$ cat config.mk
export PLATFORM = sky130hd
export DESIGN_NAME = rename_stage
export DESIGN_NICKNAME = d
export VERILOG_FILES = /design/src/design/rename_pkg.sv /design/src/design/rename_freelist.sv /design/src/design/rename_map.sv /design/src/design/rename_stage.sv
export SDC_FILE = /design/constraint.sdc
export NUM_CORES = 1
export LEC_CHECK = 0
export BUFFER_PORTS_ARGS = -buffer_cell sky130_fd_sc_hd__buf_2
export CAP_MARGIN = 20
export CELL_PAD_IN_SITES_DETAIL_PLACEMENT = 1
export CELL_PAD_IN_SITES_GLOBAL_PLACEMENT = 1
export CORE_ASPECT_RATIO = 1.25
export CORE_MARGIN = 4
export CORE_UTILIZATION = 30
export DETAILED_ROUTE_END_ITERATION = 12
export GPL_TIMING_DRIVEN = 1
export PLACE_DENSITY_LB_ADDON = 0.08
export SLEW_MARGIN = 20
export SYNTH_ARGS = -nofsm -noshare
export SYNTH_HDL_FRONTEND = slang
export SYNTH_HIERARCHICAL = 1
export SYNTH_SLANG_ARGS = --single-unit
$ cat constraint.sdc
create_clock -name i_clk -period 10 [get_ports i_clk]
set_input_delay 0.5 -clock i_clk [delete_from_list [all_inputs] [get_ports i_clk]]
set_output_delay 0.5 -clock i_clk [all_outputs]
set_load 0.01 [all_outputs]
$ cat src/design/rename_pkg.sv
`default_nettype none

package rename_pkg;

  // dispatch group and register file sizes
  localparam int DISP_SIZE = 2;
  localparam int ARCH_W    = 5;
  localparam int ARCH_SIZE = 1 << ARCH_W;
  localparam int RNID_SIZE = 64;
  localparam int RNID_W    = $clog2(RNID_SIZE);

  // free list layout: lane d owns FLIST_BASE + FLIST_SIZE*d upward
  localparam int FLIST_SIZE = 16;
  localparam int FLIST_BASE = 32;
  localparam int FLIST_W    = $clog2(FLIST_SIZE);
  localparam int TAG_W      = RNID_W - FLIST_W;  // upper id bits that select the lane

  // one instruction as it leaves dispatch, 18 bits
  typedef struct packed {
    logic              rs1_valid;
    logic [ARCH_W-1:0] rs1;
    logic              rs2_valid;
    logic [ARCH_W-1:0] rs2;
    logic              rd_valid;
    logic [ARCH_W-1:0] rd;
  } disp_inst_t;

  // one instruction after renaming, 27 bits
  typedef struct packed {
    logic              rs1_valid;
    logic [RNID_W-1:0] rs1_rnid;
    logic              rs2_valid;
    logic [RNID_W-1:0] rs2_rnid;
    logic              rd_valid;
    logic [RNID_W-1:0] rd_rnid;
    logic [RNID_W-1:0] old_rd_rnid;  // displaced id, freed later by retire
  } rename_inst_t;

  // id handed back by retire, 7 bits
  typedef struct packed {
    logic              valid;
    logic [RNID_W-1:0] rnid;
  } release_t;

endpackage

`default_nettype wire

$ cat src/design/rename_freelist.sv
`timescale 1ns/1ps
`default_nettype none

// circular fifo of free physical ids, one per dispatch lane
module rename_freelist #(
  parameter int SIZE  = 16,
  parameter int WIDTH = 6,
  parameter int INIT  = 32
) (
  input  logic             i_clk,
  input  logic             i_rst_n,

  input  logic             i_push,
  input  logic [WIDTH-1:0] i_push_id,

  input  logic             i_pop,
  output logic [WIDTH-1:0] o_pop_id,
  output logic             o_empty
);

  typedef logic [$clog2(SIZE)-1:0]   ptr_t;
  typedef logic [$clog2(SIZE+1)-1:0] cnt_t;

  logic [WIDTH-1:0] mem_q [SIZE];
  ptr_t             head_q;
  ptr_t             tail_q;
  cnt_t             count_q;

  logic             full;
  logic             do_pop;
  logic             do_push;

  assign o_empty  = (count_q == '0);
  assign full     = (count_q == cnt_t'(SIZE));
  assign o_pop_id = mem_q[head_q];  // head is visible before the pop edge

  assign do_pop  = i_pop & ~o_empty;
  assign do_push = i_push & (~full | do_pop);  // a pop in the same cycle frees a slot

  always_ff @(posedge i_clk) begin
    if (!i_rst_n) begin
      // preload INIT .. INIT+SIZE-1 in order
      for (int i = 0; i < SIZE; i++) begin
        mem_q[i] <= WIDTH'(INIT + i);
      end
      head_q  <= '0;
      tail_q  <= '0;
      count_q <= cnt_t'(SIZE);
    end else begin
      if (do_push) begin
        mem_q[tail_q] <= i_push_id;
        if (int'(tail_q) == SIZE - 1) tail_q <= '0;
        else                          tail_q <= tail_q + 1'b1;
      end
      if (do_pop) begin
        if (int'(head_q) == SIZE - 1) head_q <= '0;
        else                          head_q <= head_q + 1'b1;
      end
      case ({do_push, do_pop})
        2'b10:   count_q <= count_q + 1'b1;
        2'b01:   count_q <= count_q - 1'b1;
        default: count_q <= count_q;
      endcase
    end
  end

endmodule

`default_nettype wire

$ cat src/design/rename_map.sv
`timescale 1ns/1ps
`default_nettype none

module rename_map import rename_pkg::*; (
  input  logic              i_clk,
  input  logic              i_rst_n,

  input  disp_inst_t        i_inst        [DISP_SIZE],
  input  logic              i_update,
  input  logic [RNID_W-1:0] i_new_rnid    [DISP_SIZE],

  output logic [RNID_W-1:0] o_rs1_rnid    [DISP_SIZE],
  output logic [RNID_W-1:0] o_rs2_rnid    [DISP_SIZE],
  output logic [RNID_W-1:0] o_old_rd_rnid [DISP_SIZE]
);

  logic [RNID_W-1:0] map_q [ARCH_SIZE];  // arch -> phys

  // table read
  logic [RNID_W-1:0] rs1_tbl [DISP_SIZE];
  logic [RNID_W-1:0] rs2_tbl [DISP_SIZE];
  logic [RNID_W-1:0] rd_tbl  [DISP_SIZE];

  always_comb begin
    for (int d = 0; d < DISP_SIZE; d++) begin
      rs1_tbl[d] = map_q[i_inst[d].rs1];
      rs2_tbl[d] = map_q[i_inst[d].rs2];
      rd_tbl[d]  = map_q[i_inst[d].rd];
    end
  end

  // in-group bypass
  // an earlier lane writing the same arch reg overrides the table,
  // scanning upward so the nearest earlier writer is the one that sticks
  always_comb begin
    for (int d = 0; d < DISP_SIZE; d++) begin
      o_rs1_rnid[d]    = rs1_tbl[d];
      o_rs2_rnid[d]    = rs2_tbl[d];
      o_old_rd_rnid[d] = rd_tbl[d];
      for (int e = 0; e < d; e++) begin
        if (i_inst[e].rd_valid) begin
          if (i_inst[e].rd == i_inst[d].rs1) o_rs1_rnid[d]    = i_new_rnid[e];
          if (i_inst[e].rd == i_inst[d].rs2) o_rs2_rnid[d]    = i_new_rnid[e];
          if (i_inst[e].rd == i_inst[d].rd)  o_old_rd_rnid[d] = i_new_rnid[e];
        end
      end
    end
  end

  // rd update, identity at reset
  always_ff @(posedge i_clk) begin
    if (!i_rst_n) begin
      for (int a = 0; a < ARCH_SIZE; a++) begin
        map_q[a] <= RNID_W'(a);
      end
    end else if (i_update) begin
      for (int d = 0; d < DISP_SIZE; d++) begin
        if (i_inst[d].rd_valid) begin
          map_q[i_inst[d].rd] <= i_new_rnid[d];  // later lane's write lands last
        end
      end
    end
  end

endmodule

`default_nettype wire

$ cat src/design/rename_stage.sv
`timescale 1ns/1ps
`default_nettype none

module rename_stage import rename_pkg::*; (
  input  logic         i_clk,
  input  logic         i_rst_n,

  // dispatch group in
  input  logic         i_disp_valid,
  input  disp_inst_t   i_disp    [DISP_SIZE],
  output logic         o_disp_ready,

  // renamed group out
  output logic         o_out_valid,
  output rename_inst_t o_out     [DISP_SIZE],
  input  logic         i_out_ready,

  // freed ids from retire
  input  release_t     i_release [DISP_SIZE]
);

  logic                 accept;
  logic                 out_free;
  logic                 lists_ok;
  logic [DISP_SIZE-1:0] rd_valid_vec;

  // free list side
  logic [DISP_SIZE-1:0] fl_pop;
  logic [DISP_SIZE-1:0] fl_empty;
  logic [RNID_W-1:0]    fl_pop_id  [DISP_SIZE];
  logic [DISP_SIZE-1:0] fl_push;
  logic [RNID_W-1:0]    fl_push_id [DISP_SIZE];

  // map side
  logic [RNID_W-1:0]    rs1_rnid    [DISP_SIZE];
  logic [RNID_W-1:0]    rs2_rnid    [DISP_SIZE];
  logic [RNID_W-1:0]    old_rd_rnid [DISP_SIZE];

  // output register
  logic                 out_valid_q;
  rename_inst_t         out_d [DISP_SIZE];
  rename_inst_t         out_q [DISP_SIZE];

  always_comb begin
    for (int d = 0; d < DISP_SIZE; d++) begin
      rd_valid_vec[d] = i_disp[d].rd_valid;
    end
  end

  // register empty or drained this cycle
  assign out_free = ~out_valid_q | i_out_ready;
  // every lane that needs an rd id has one at its head
  assign lists_ok = ~|(rd_valid_vec & fl_empty);

  assign o_disp_ready = out_free & lists_ok;
  assign accept       = i_disp_valid & o_disp_ready;

  assign fl_pop = rd_valid_vec & {DISP_SIZE{accept}};

  // release steering
  // the upper id bits name the owning lane; ids in one cycle hit distinct lanes
  always_comb begin
    for (int d = 0; d < DISP_SIZE; d++) begin
      fl_push[d]    = 1'b0;
      fl_push_id[d] = '0;
      for (int r = 0; r < DISP_SIZE; r++) begin
        if (i_release[r].valid &&
            i_release[r].rnid[RNID_W-1:FLIST_W] == TAG_W'(FLIST_BASE / FLIST_SIZE + d)) begin
          fl_push[d]    = 1'b1;
          fl_push_id[d] = i_release[r].rnid;
        end
      end
    end
  end

  generate
    for (genvar d_idx = 0; d_idx < DISP_SIZE; d_idx++) begin : g_lane
      rename_freelist #(
        .SIZE  (FLIST_SIZE),
        .WIDTH (RNID_W),
        .INIT  (FLIST_BASE + FLIST_SIZE * d_idx)
      ) u_freelist (
        .i_clk     (i_clk),
        .i_rst_n   (i_rst_n),
        .i_push    (fl_push[d_idx]),
        .i_push_id (fl_push_id[d_idx]),
        .i_pop     (fl_pop[d_idx]),
        .o_pop_id  (fl_pop_id[d_idx]),
        .o_empty   (fl_empty[d_idx])
      );
    end
  endgenerate

  rename_map u_rename_map (
    .i_clk         (i_clk),
    .i_rst_n       (i_rst_n),
    .i_inst        (i_disp),
    .i_update      (accept),
    .i_new_rnid    (fl_pop_id),     // head of each lane is the new rd id
    .o_rs1_rnid    (rs1_rnid),
    .o_rs2_rnid    (rs2_rnid),
    .o_old_rd_rnid (old_rd_rnid)
  );

  // pack results
  always_comb begin
    for (int d = 0; d < DISP_SIZE; d++) begin
      out_d[d].rs1_valid   = i_disp[d].rs1_valid;
      out_d[d].rs1_rnid    = rs1_rnid[d];
      out_d[d].rs2_valid   = i_disp[d].rs2_valid;
      out_d[d].rs2_rnid    = rs2_rnid[d];
      out_d[d].rd_valid    = i_disp[d].rd_valid;
      out_d[d].rd_rnid     = fl_pop_id[d];
      out_d[d].old_rd_rnid = old_rd_rnid[d];
    end
  end

  always_ff @(posedge i_clk) begin
    if (!i_rst_n) begin
      out_valid_q <= 1'b0;
    end else if (accept) begin
      out_valid_q <= 1'b1;
    end else if (i_out_ready) begin
      out_valid_q <= 1'b0;  // taken, nothing new behind it
    end
  end

  // payload only moves on accept so a stalled result holds
  always_ff @(posedge i_clk) begin
    if (accept) begin
      out_q <= out_d;
    end
  end

  assign o_out_valid = out_valid_q;
  assign o_out       = out_q;

endmodule

`default_nettype wire

# Word level (Yosys, flattened, before mapping)
# Memories as Yosys holds them, arrays and structs flattened. A register that Yosys moved wholly into a read port is not among the register bits.
# Index checks and enable logic that the tools add are counted.
# Widths: inputs -> output; s select.
# totals
ff_bits	63
mem_count	3
mem_bits_rw	384
latchBits	0
rom_bits	0
# memory_table
name	words	word_bits	read_ports	rd_ports_with_merged_regs	wr	line_no	source
u_rename_map.map_q	32	6	6	3	32	rename_map.sv:17	logic [RNID_W-1:0] map_q [ARCH_SIZE];
g_lane[0].u_freelist.mem_q	16	6	1	1	16	rename_freelist.sv:24	logic [WIDTH-1:0] mem_q [SIZE];
g_lane[1].u_freelist.mem_q	16	6	1	1	16	rename_freelist.sv:24	
# classes
multipliers	0
bitwise_logic	16
n_shift	0
n_mux	53
reduce_logical	15
div	0
n_eq_ne	17
n_lt_le_gt_ge	0
add_sub_neg	8
# ops
cell	n
$mux 6	14
$mux 4	10
$mux 1	25
$reduce_or 6->1	4
$pmux 5 s2	2
$add 4x1->4 const B	4
$eq 4x1->1 const B	4
$eq 5x5->1	3
$eq 2x2->1 const B	6
$add 5x1->5 const B	2
$eq 5x5->1 const B	2
$logic_not 5->1	2
$mux 5	2
$sub 5x1->5 const B	2
$and 1x1->1	6
$reduce_bool 2->1	3
$not 1->1	5
$and 2x2->2	2
$eq 2x1->1 const B	2
$logic_and 1x1->1	4
$or 1x1->1	3
$reduce_or 2->1	1
$logic_not 1->1	1

# Logic depth before layout (Yosys ltp)
# Gate-level depths: netlist of the first run.
# depth
ltp_word	15
depth_mapped	14

# Hierarchy
# Netlist of the first run, hierarchy kept.
# by_module_without_submodules
mod	seq_area_each_um2	n_inst	cells_each	area_each_um2
rename_map	5765.5	1	1364	17830.9
rename_freelist at g_lane[0].u_freelist	3223.1	1	404	5383.9
rename_freelist at g_lane[1].u_freelist	3223.1	1	416	5362.6
rename_stage	1641.6	1	102	1983.2

# Worst setup path after synthesis of the first run
# OpenSTA, ideal clock, no wires.
# synth_path
kind	flip-flop to flip-flop
startpoint	register g_lane[0].u_freelist.count_q[0]
endpoint	memory u_rename_map/map_q[29][2] (netlist bit) (data pin)
path_stages_with_launch	12
synth_period_minus_slack_ps	7368
path_slack_ps	2632
t_arrival_ps	7098
cell_sequence	dfxtp_1 -> or4_1 -> buf_6 -> nor2_1 -> a22o_1 -> nor3b_1 -> nand3_1 -> nor3_1 -> clkbuf_1 -> nand2_1 -> a21oi_1 -> a21oi_1
# synth_lines
element	line_no	source
start, declared	rename_freelist.sv:27	cnt_t count_q;
start signal, assigned	rename_freelist.sv:48	count_q <= cnt_t'(SIZE);
start signal, assigned	rename_freelist.sv:60	2'b10: count_q <= count_q + 1'b1;
start signal, assigned	rename_freelist.sv:61	2'b01: count_q <= count_q - 1'b1;
end, declared	rename_map.sv:17	

==> results.json, run 1 <==
{
  "synthCells": 2286,
  "synth_nets": 2359,
  "ff_latch_area_mm2": 0.0139,
  "syn_area_per_cell_um2": 13.4,
  "core_mm2": 0.101,
  "rsz0062_at_grt": "false",
  "power.switching_mw": 1.51,
  "antenna_found_initial": 8,
  "chipHeight_um": 365,
  "tightest_slew_ns": 1.23,
  "place_ws_ns": 5.21,
  "ant_nets": 0,
  "powerDensity_mw_per_mm2": 151,
  "startpoint_type": "register",
  "grt_max_degree": 59,
  "maxCapViolCount": 0,
  "power_frac_seq": 0.448,
  "grt_pass1_vias": 23740,
  "drtPass1Iterations": 5,
  "syn_area_mm2": 0.0306,
  "worst_ep_arrival_time_ns": 5.06,
  "fin_crit_ns": 4.72,
  "route.vias.total": 23051,
  "start_util": 0.303,
  "htree_levels": 2,
  "ys_seq_elements": 473,
  "maxSlewHeadroom": 0.175,
  "grt_pass1_wl_um": 189000,
  "insertion_delay_ns": 0.64,
  "status": "finished clean",
  "setup-violations-final": 0,
  "crit_required_ns": 10.35,
  "hpwl_um": 96700,
  "place.gp.congestion": 0.921,
  "period_share": 0.472,
  "worstHoldPathType": "primary input to register",
  "end_kind": "register",
  "synth-edff-count": 438,
  "ys_top_cells_by_area": "edfxtp_1, mux4_2, a22oi_1",
  "leakage_nw": 10.3,
  "swShare": 0.294,
  "via_per_inst": 6.29,
  "fmax_mhz": 212,
  "clockBufferDepth": 3,
  "area_growth_pct": 11.6,
  "detail_route.wl_per_cell_um": 37.2,
  "ir_drop_mv": 0.136,
  "multi_input_area_mm2": 0.0156,
  "route.detailed.drc": 0,
  "power.total_mw": 5.14,
  "postCtsResizedCells": 0,
  "p_int_mw": 3.63,
  "netlist-cell-type-count": 81,
  "yosys_warnings": 6,
  "yosys_most_used_dff": "edfxtp_1",
  "whs_ns": 0.0496,
  "path_class": "register to register",
  "final_core_util": 0.338,
  "tritoncts": "built",
  "cts_buffers": 55,
  "yosysTopAreaCell": "edfxtp_1",
  "fin_nets": 2377,
  "power_frac_clock": 0.383,
  "grt_overflow": 0,
  "rows": 130,
  "die_x_um": 293,
  "fin_ws_ns": 5.28,
  "drive_above_1_share": 0.284,
  "drtIter0Drc": 2147,
  "path_clk_slew_ns": 0.06,
  "grt_usage": 0.251,
  "drv_slew": 0,
  "synth-async-reset-ratio": 0,
  "ys_seq_area_frac": 0.453,
  "io_buffer_count": 109,
  "synth_top_cell_area_share": 0.430,
  "fill_cells": 10581,
  "die-area_mm2": 0.107,
  "cts-root-buf": "clkbuf_16",
  "clock_skew_ns": 0.0158,
  "routed_wl_um": 136000,
  "io_pins": 110,
  "clock_sinks": 473,
  "comb_power_share": 0.169,
  "finalHoldViolCount": 0,
  "crit_fanout": 58,
  "fin_setup_tns_ns": 0
}
-- routing by layer --
layer	up-vias	global-route usage	share of wire
li1	9378	-	-
met4	6	0.128	0.060
met1	12239	0.306	0.38
met3	282	0.0420	0.071
met5	-	0	0.00029
met2	1146	0.431	0.49
-- synth_stat cells (all sizes together) (6+ instances only) --
| cell | number |
|---|---|
| o22ai | 54 |
| nor2 | 154 |
| or2 | 6 |
| clkbuf | 142 |
| and3 | 6 |
| nand4 | 24 |
| xor2 | 15 |
| edfxtp | 438 |
| nand3 | 67 |
| and2 | 60 |
| ha | 17 |
| a22o | 58 |
| a221oi | 10 |
| mux2 | 20 |
| nand3b | 10 |
| a21oi | 49 |
| o211ai | 11 |
| o22a | 9 |
| nand2b | 17 |
| mux2i | 47 |
| nor3b | 7 |
| nand2 | 142 |
| o21ai | 65 |
| buf | 83 |
| inv | 34 |
| dfxtp | 35 |
| mux4 | 350 |
| nor3 | 40 |
| nor2b | 18 |
| xnor2 | 10 |
| a22oi | 119 |
| a31o | 7 |
| or3 | 103 |
-- state kept, by name (all words and copies together) (netlist names), named ones only --
name,flops
g_lane.u_freelist/head_q,8
o_out_valid,1
g_lane.u_freelist/tail_q,8
g_lane.u_freelist/count_q,10
o_out,54
u_rename_map/map_q,192
g_lane.u_freelist/mem_q,192
-- power groups by stage --
stage	Combinational (mW)	Sequential, mW	Clock [mW]
6_report	0.868	2.30	1.97
3_3_place_gp	0.862	2.34	0
4_1_cts	0.875	2.30	2.03
5_1_grt	0.912	2.31	2.11
2_1_floorplan	0.512	2.32	0
3_5_place_dp	0.872	2.34	0
-- final timing paths --
check / from / end / slack, ns / depth (start not counted)
worst min-delay path: i_disp[17] / o_out[26] / 0.05 / 1
worst min register to register: g_lane[1].u_freelist/count_q[3] / g_lane[1].u_freelist/count_q[3] / 0.51 / 2
worst max-delay path: g_lane[0].u_freelist/count_q[0] / u_rename_map/map_q[28][2] / 5.28 / 10
worst max register to register: g_lane[0].u_freelist/count_q[0] / u_rename_map/map_q[28][2] / 5.28 / 10
-- layout make-up --
class / instances / share of cell area
Multi-Input combinational cell: 1553 / 0.457
Sequential cell: 473 / 0.406
Tap cell: 1320 / 0.0484
Clock buffer: 68 / 0.0424
Timing Repair Buffer: 186 / 0.0341
Clock inverter: 28 / 0.00785
Inverter: 35 / 0.00385
Antenna cell: 2 / 0.000147
-- critical path, stage by stage (launching register included) --
cell,delay (ns)
dfxtp_1,0.38
or4_1,0.49
nor2_1,0.09
a22o_1,0.29
nor3b_2,0.18
buf_4,0.71
nand3_1,0.51
nor3_4,1.07
nand2_1,0.19
nor2_1,0.34
a22oi_1,0.12
-- cells in the final DEF, fill, tap and decap left out, types with 7 or more instances in the layout --
cell type / synthesis / final
edfxtp_1: 438 / 438
mux4_2: 345 / 345
nor2_1: 152 / 152
nand2_1: 142 / 142
a22oi_1: 119 / 119
or3_1: 103 / 103
buf_2: 44 / 102
buf_4: 6 / 78
nand3_1: 67 / 67
a22o_1: 58 / 58
and2_1: 58 / 58
clkbuf_16: 0 / 55
o22ai_1: 54 / 54
a21oi_1: 49 / 49
mux2i_1: 47 / 47
o21ai_0: 50 / 41
nor3_1: 38 / 34
dfxtp_1: 35 / 34
inv_1: 31 / 27
nand4_1: 24 / 24
mux2_2: 20 / 20
nor2b_1: 18 / 18
o21ai_1: 10 / 18
nand2b_1: 17 / 17
ha_1: 17 / 17
xor2_1: 15 / 15
clkbuf_1: 141 / 11
clkinv_2: 0 / 11
clkinv_1: 1 / 11
xnor2_1: 10 / 10
o211ai_1: 10 / 10
a221oi_1: 10 / 10
nand3b_1: 9 / 9
o22a_1: 9 / 9
a31o_1: 7 / 7
-- logic make-up after synthesis --
kind of cell,after synthesis,synth area share
flops,473,0.453
xor+xnor,25,0.00716
buf+inv,260,0.0392
fa+ha+maj,19,0.00827
other cells,1,0.000123
mux,417,0.281
simple gates,677,0.114
compound gates,414,0.0966
-- what timing repair did --
| action | in CTS | in global routing |
|---|---|---|
| hold buffers | 3 | 0 |
| setup buffers | 0 | 0 |
| hold endpoints to repair | 3 | 0 |
-- metrics by stage --
step,cell area (um2),std cells
after floorplan,30600,2286
after global placement,32300,3560
after detailed placement,32300,3562
after CTS,34100,3661
after global routing,34100,3663
final,34100,3665
Power figures use the tool's default switching activity.
==> run 2: changes to the inputs <==
==> constraint.sdc (replaced) <==
create_clock -name i_clk -period 4.8 [get_ports i_clk]
set_input_delay 0.24 -clock i_clk [delete_from_list [all_inputs] [get_ports i_clk]]
set_output_delay 0.24 -clock i_clk [all_outputs]
set_load 0.01 [all_outputs]
==> run 2 against run 1 <==
Clock skew fell by 0.0014 ns. Worst setup slack got worse by 4.5 ns. Core utilization up 0.27 points. Register-to-register slack lost 4.5 ns. Highest routed layer unchanged.
==> results.json, run 2 (same netlist as run 1, synthesis figures left out) <==
{
  "cts_buffers": 55,
  "insertion_delay_ns": 0.64,
  "fin_crit_ns": 4.03,
  "clock_sinks": 473,
  "hpwl_um": 99200,
  "status": "finished clean",
  "crit_fanout": 10,
  "chipHeight_um": 365,
  "core_mm2": 0.101,
  "drtIter0Drc": 2233,
  "via_per_inst": 6.28,
  "grt_pass1_wl_um": 192000,
  "instances_no_fill": 3689,
  "tritoncts": "built",
  "fmax_mhz": 248,
  "end_kind": "register",
  "clockBufferDepth": 3,
  "met1_length_um": 53700,
  "die_x_um": 293,
  "ff2ff_path_depth": 15,
  "path_clk_slew_ns": 0.06,
  "start_util": 0.303,
  "setup-violations-final": 0,
  "antenna_found_initial": 5,
  "rows": 130,
  "path_class": "register to register",
  "detail_route.wl_per_cell_um": 37.3,
  "leakage_nw": 10.4,
  "route.detailed.drc": 0,
  "postCtsResizedCells": 0,
  "holdBufCountCts": 7,
  "die-area_mm2": 0.107,
  "drive_above_1_share": 0.288,
  "ir_drop_mv": 0.265,
  "powerDensity_mw_per_mm2": 318,
  "io_buffer_count": 109,
  "cts-root-buf": "clkbuf_16",
  "timing.rr.end": "g_lane[0].u_freelist/count_q[4]",
  "grt_max_degree": 39,
  "htree_levels": 2,
  "cts_setup_buffers": 0,
  "maxSlewHeadroom": 0.177,
  "fin_setup_tns_ns": 0,
  "drtPass1Iterations": 5,
  "ant_nets": 0,
  "crit_required_ns": 5.32,
  "rsz0062_at_grt": "false",
  "io_pins": 110,
  "met2_length_um": 66600,
  "maxCapViolCount": 0,
  "tightest_slew_ns": 1.23,
  "timing.rr.start": "g_lane[0].u_freelist/count_q[0]",
  "fill_cells": 10656,
  "place.gp.congestion": 0.918,
  "startpoint_type": "register",
  "final_core_util": 0.341,
  "drv_slew": 0,
  "layout_commonest_cell": "edfxtp_1",
  "period_share": 0.839,
  "endpoint": "g_lane[0].u_freelist/count_q[4]",
  "area_growth_pct": 12.5,
  "grt_overflow": 0,
  "grt_usage": 0.253,
  "final_cell_mix": "edfxtp_1, mux4_2, nor2_1",
  "critPathLaunch": "g_lane[0].u_freelist/count_q[0]",
  "clock_skew_ns": 0.0145,
  "finalHoldViolCount": 0,
  "dp.cells": 3577,
  "grt_pass1_vias": 23995,
  "worst_ep_arrival_time_ns": 4.55,
  "routed.top_layer": "met5",
  "rrSetupSlack_ns": 0.77,
  "dr_wl_met3_um": 9130,
  "worstHoldPathType": "primary input to register",
  "fin_nets": 2395,
  "routed_wl_um": 137000,
  "route.vias.total": 23171
}
## run 2: changes by cell type in the layout (fill, tap and decap cells not counted), sizes merged
cell,delta
buf,+15
clkbuf,-6
dlygate4sd3,+4
inv,+4
bufinv,+3
clkinv,+3
clkinvlp,+2
diode,-1
## run 2: metal layers
metal,vias to the layer above,track usage
li1,9410,-
met1,12348,0.318
met2,1121,0.426
met3,286,0.0406
met4,6,0.125
met5,-,0
## run 2: worst min path at each step
stage / start / end / slack (ns) / depth (start not counted)
2_1_floorplan: i_disp[5] / o_out[12] / 0.34 / 0
3_3_place_gp: i_disp[35] / o_out[53] / 0.42 / 1
3_5_place_dp: i_disp[17] / o_out[26] / 0.43 / 1
4_1_cts: i_disp[28] / o_out[41] / 0.06 / 2
5_1_grt: i_disp[28] / o_out[45] / 0.1 / 2
6_report: i_disp[28] / o_out[41] / 0.11 / 2
## run 2: critical path: stages, from the launching register on
cell and delay, ns:
dfxtp_1 0.35, or4_1 0.54, buf_4 0.21, nor2_1 0.10, a22o_1 0.28, nor3_1 0.12, nand2b_1 0.18, buf_4 0.18
o21ai_2 0.22, ha_1 0.30, inv_1 0.10, fa_1 0.40, nand2b_1 0.16, a21oi_1 0.17, mux2i_1 0.25, mux2_2 0.35
## run 2: area by class of cell
class | count | area (um2) | area share
antenna | 1 | 2.50 | 0.0000728
clock buffer | 63 | 1430 | 0.0415
clock inverter | 40 | 389 | 0.0113
inverter | 35 | 131 | 0.00382
multi-input combinational | 1553 | 15600 | 0.453
sequential | 473 | 13900 | 0.403
tap | 1320 | 1650 | 0.0481
timing repair buffer | 204 | 1350 | 0.0394
## run 2: power breakdown
part           internal, mW  leakage (nW)  switching, mW
registers              4.65          4.09          0.165
clock network          2.46         0.880           1.84
logic                 0.639          5.47           1.17
## run 2: through the flow
| stage | setup slack [ns] | power (mW) | hold WS, ns | instance area [um2] |
|---|---|---|---|---|
| 2_1_floorplan | 0.569 | 5.89 | 0.339 | 30600 |
| 3_3_place_gp | 0.807 | 6.69 | 0.420 | 32500 |
| 3_5_place_dp | 0.754 | 6.70 | 0.427 | 32500 |
| 4_1_cts | 0.734 | 11.1 | 0.0636 | 34400 |
| 5_1_grt | 0.497 | 11.3 | 0.0968 | 34400 |
| 6_report | 0.771 | 10.9 | 0.108 | 34400 |
==> run 3: changes to the inputs <==
==> constraint.sdc (replaced) <==
create_clock -name i_clk -period 3.24 [get_ports i_clk]
set_input_delay 0.162 -clock i_clk [delete_from_list [all_inputs] [get_ports i_clk]]
set_output_delay 0.162 -clock i_clk [all_outputs]
set_load 0.01 [all_outputs]
==> run 3 against run 2 <==
Worst hold slack worse by 0.068 ns. Sequential share of layout area decreased by 1.8 points. Wire length down 2.4%. Die area did not move. Core utilization grew 1.6 points. Fmax grew 30%. Clock power grew 53%. Critical endpoint unchanged. Largest power group unchanged.
==> results.json, run 3 (same netlist as run 1, synthesis figures left out) <==
{
  "status": "finished clean",
  "maxCapViolCount": 0,
  "path_class": "register to register",
  "drtPass1Iterations": 5,
  "die-area_mm2": 0.107,
  "antenna_found_initial": 5,
  "crit_required_ns": 3.77,
  "crit_cells": 13,
  "fill_cells": 10512,
  "slowest_delay_ns": 0.54,
  "ir_drop_mv": 0.438,
  "timing.rr.start": "g_lane[0].u_freelist/count_q[3]",
  "place.gp.congestion": 0.946,
  "powerDensity_mw_per_mm2": 459,
  "instances_no_fill": 3764,
  "power.total_mw": 16.5,
  "chipHeight_um": 365,
  "grt_pass1_vias": 24172,
  "tritoncts": "built",
  "crit_family": "simple AND/OR/NAND/NOR gates",
  "fin_nets": 2466,
  "clock_skew_ns": 0.0437,
  "grt_max_degree": 47,
  "dp.cells": 3648,
  "grt_overflow": 0,
  "insertion_delay_ns": 0.65,
  "multi_input_area_mm2": 0.0162,
  "endpoint": "g_lane[0].u_freelist/count_q[4]",
  "rrSetupSlack_ns": 0.13,
  "ff2ff_path_depth": 13,
  "via_per_inst": 6.17,
  "crit_fanout": 2,
  "slowest_stage": "or4_4",
  "core_mm2": 0.101,
  "fin_ws_ns": 0.129,
  "start_util": 0.303,
  "cpMostUsedCell": "nand2b_1",
  "end_kind": "register",
  "io_pins": 110,
  "grt_pass1_wl_um": 190000,
  "route.vias.total": 23218,
  "htree_levels": 2,
  "clockBufferDepth": 3,
  "area_growth_pct": 17.7,
  "io_buffer_count": 109,
  "period_share": 0.960,
  "tightest_slew_ns": 1.07,
  "finalHoldViolCount": 0,
  "layout_commonest_cell": "edfxtp_1",
  "path_clk_slew_ns": 0.06,
  "rsz0062_at_grt": "true",
  "place_ws_ns": 0.00860,
  "hpwl_um": 99600,
  "drv_slew": 0,
  "setup-violations-final": 0,
  "drtIter0Drc": 2165,
  "startpoint_type": "register",
  "rows": 130,
  "ant_nets": 0,
  "drive_above_1_share": 0.349,
  "worstHoldPathType": "primary input to register",
  "fmax_mhz": 321,
  "grt_usage": 0.248,
  "maxSlewHeadroom": 0.279,
  "fin_setup_tns_ns": 0,
  "detail_route.wl_per_cell_um": 35.7,
  "critPathLaunch": "g_lane[0].u_freelist/count_q[3]",
  "timing.rr.end": "g_lane[0].u_freelist/count_q[4]",
  "ff_latch_area_mm2": 0.0139,
  "fin_crit_ns": 3.11,
  "final_cell_mix": "edfxtp_1, mux4_2, buf_4",
  "clock_sinks": 473,
  "leakage_nw": 11.2,
  "routed_wl_um": 134000,
  "crit_chain": "or4_4 -> nor2_1 -> a22o_1 -> nor3_1 -> nand2b_1 -> o21ai_2 -> ha_2 -> inv_1 -> fa_2 -> nand2b_1 -> a21oi_2 -> mux2i_1 -> mux2_2",
  "hold_path_depth": 2,
  "cts_buffers": 54,
  "cts_setup_buffers": 0,
  "die_x_um": 293,
  "worst_ep_arrival_time_ns": 3.64,
  "route.detailed.drc": 0,
  "cts-root-buf": "clkbuf_16",
  "crit_buf_inv": 1
}
==> run 3: cell types whose count changed in the layout (fill, tap and decap cells not counted), moves of 15 or more <==
| cell | previous run | this run |
|---|---|---|
| nand3_1 | 67 | 34 |
| nand3_4 | 0 | 20 |
| nand2_1 | 142 | 127 |
| buf_12 | 5 | 27 |
| nor2_1 | 152 | 115 |
| nor2_4 | 0 | 26 |
| buf_4 | 89 | 138 |
==> run 3: worst min-delay path by stage <==
stage,start,endpoint,slack (ns)
after detailed placement,i_disp[17],o_out[26],0.34
after global routing,i_disp[10],o_out[14],0.04
after CTS,i_disp[10],o_out[14],0.002
after global placement,i_disp[17],o_out[26],0.34
final,i_rst_n,g_lane[0].u_freelist/tail_q[1],0.04
after floorplan,i_disp[5],o_out[12],0.26
==> run 3: area by class of cell <==
class                           instances  share of cell area
Multi-Input combinational cell       1553               0.452
Sequential cell                       473               0.385
Timing Repair Buffer                  276              0.0603
Tap cell                             1320              0.0459
Clock buffer                           76              0.0424
Clock inverter                         26              0.0103
Inverter                               35             0.00365
Antenna cell                            5            0.000348
==> run 3: metrics by stage <==
step | hold slack [ns] | utilization | instance area, um2
global route | 0.0361 | 0.356 | 35900
global placement | 0.339 | 0.337 | 34000
CTS | 0.00217 | 0.356 | 35900
finish | 0.0399 | 0.357 | 36000
detailed placement | 0.341 | 0.337 | 34000
floorplan | 0.261 | - | 31300
==> run 3: what timing repair did <==
item | 4_1_cts | 5_1_grt
resized for setup | 3 | 5
endpoints found under the hold margin | 6 | 0
endpoints found under the setup margin | 1 | 15
hold buffers | 7 | 0
==> run 3: power by group <==
part | internal (mW) | switching [mW] | leakage (nW)
clock | 3.87 | 2.72 | 0.903
combinational | 1.06 | 1.78 | 6.20
sequential | 6.89 | 0.204 | 4.09
==> run 3: routing by layer <==
layer | wire length, um | global-route usage | part of all wire
met4 | 7550 | 0.118 | 0.056
met5 | 27 | 0 | 0.00020
met2 | 66300 | 0.429 | 0.49
met3 | 8350 | 0.0390 | 0.062
met1 | 51900 | 0.304 | 0.39
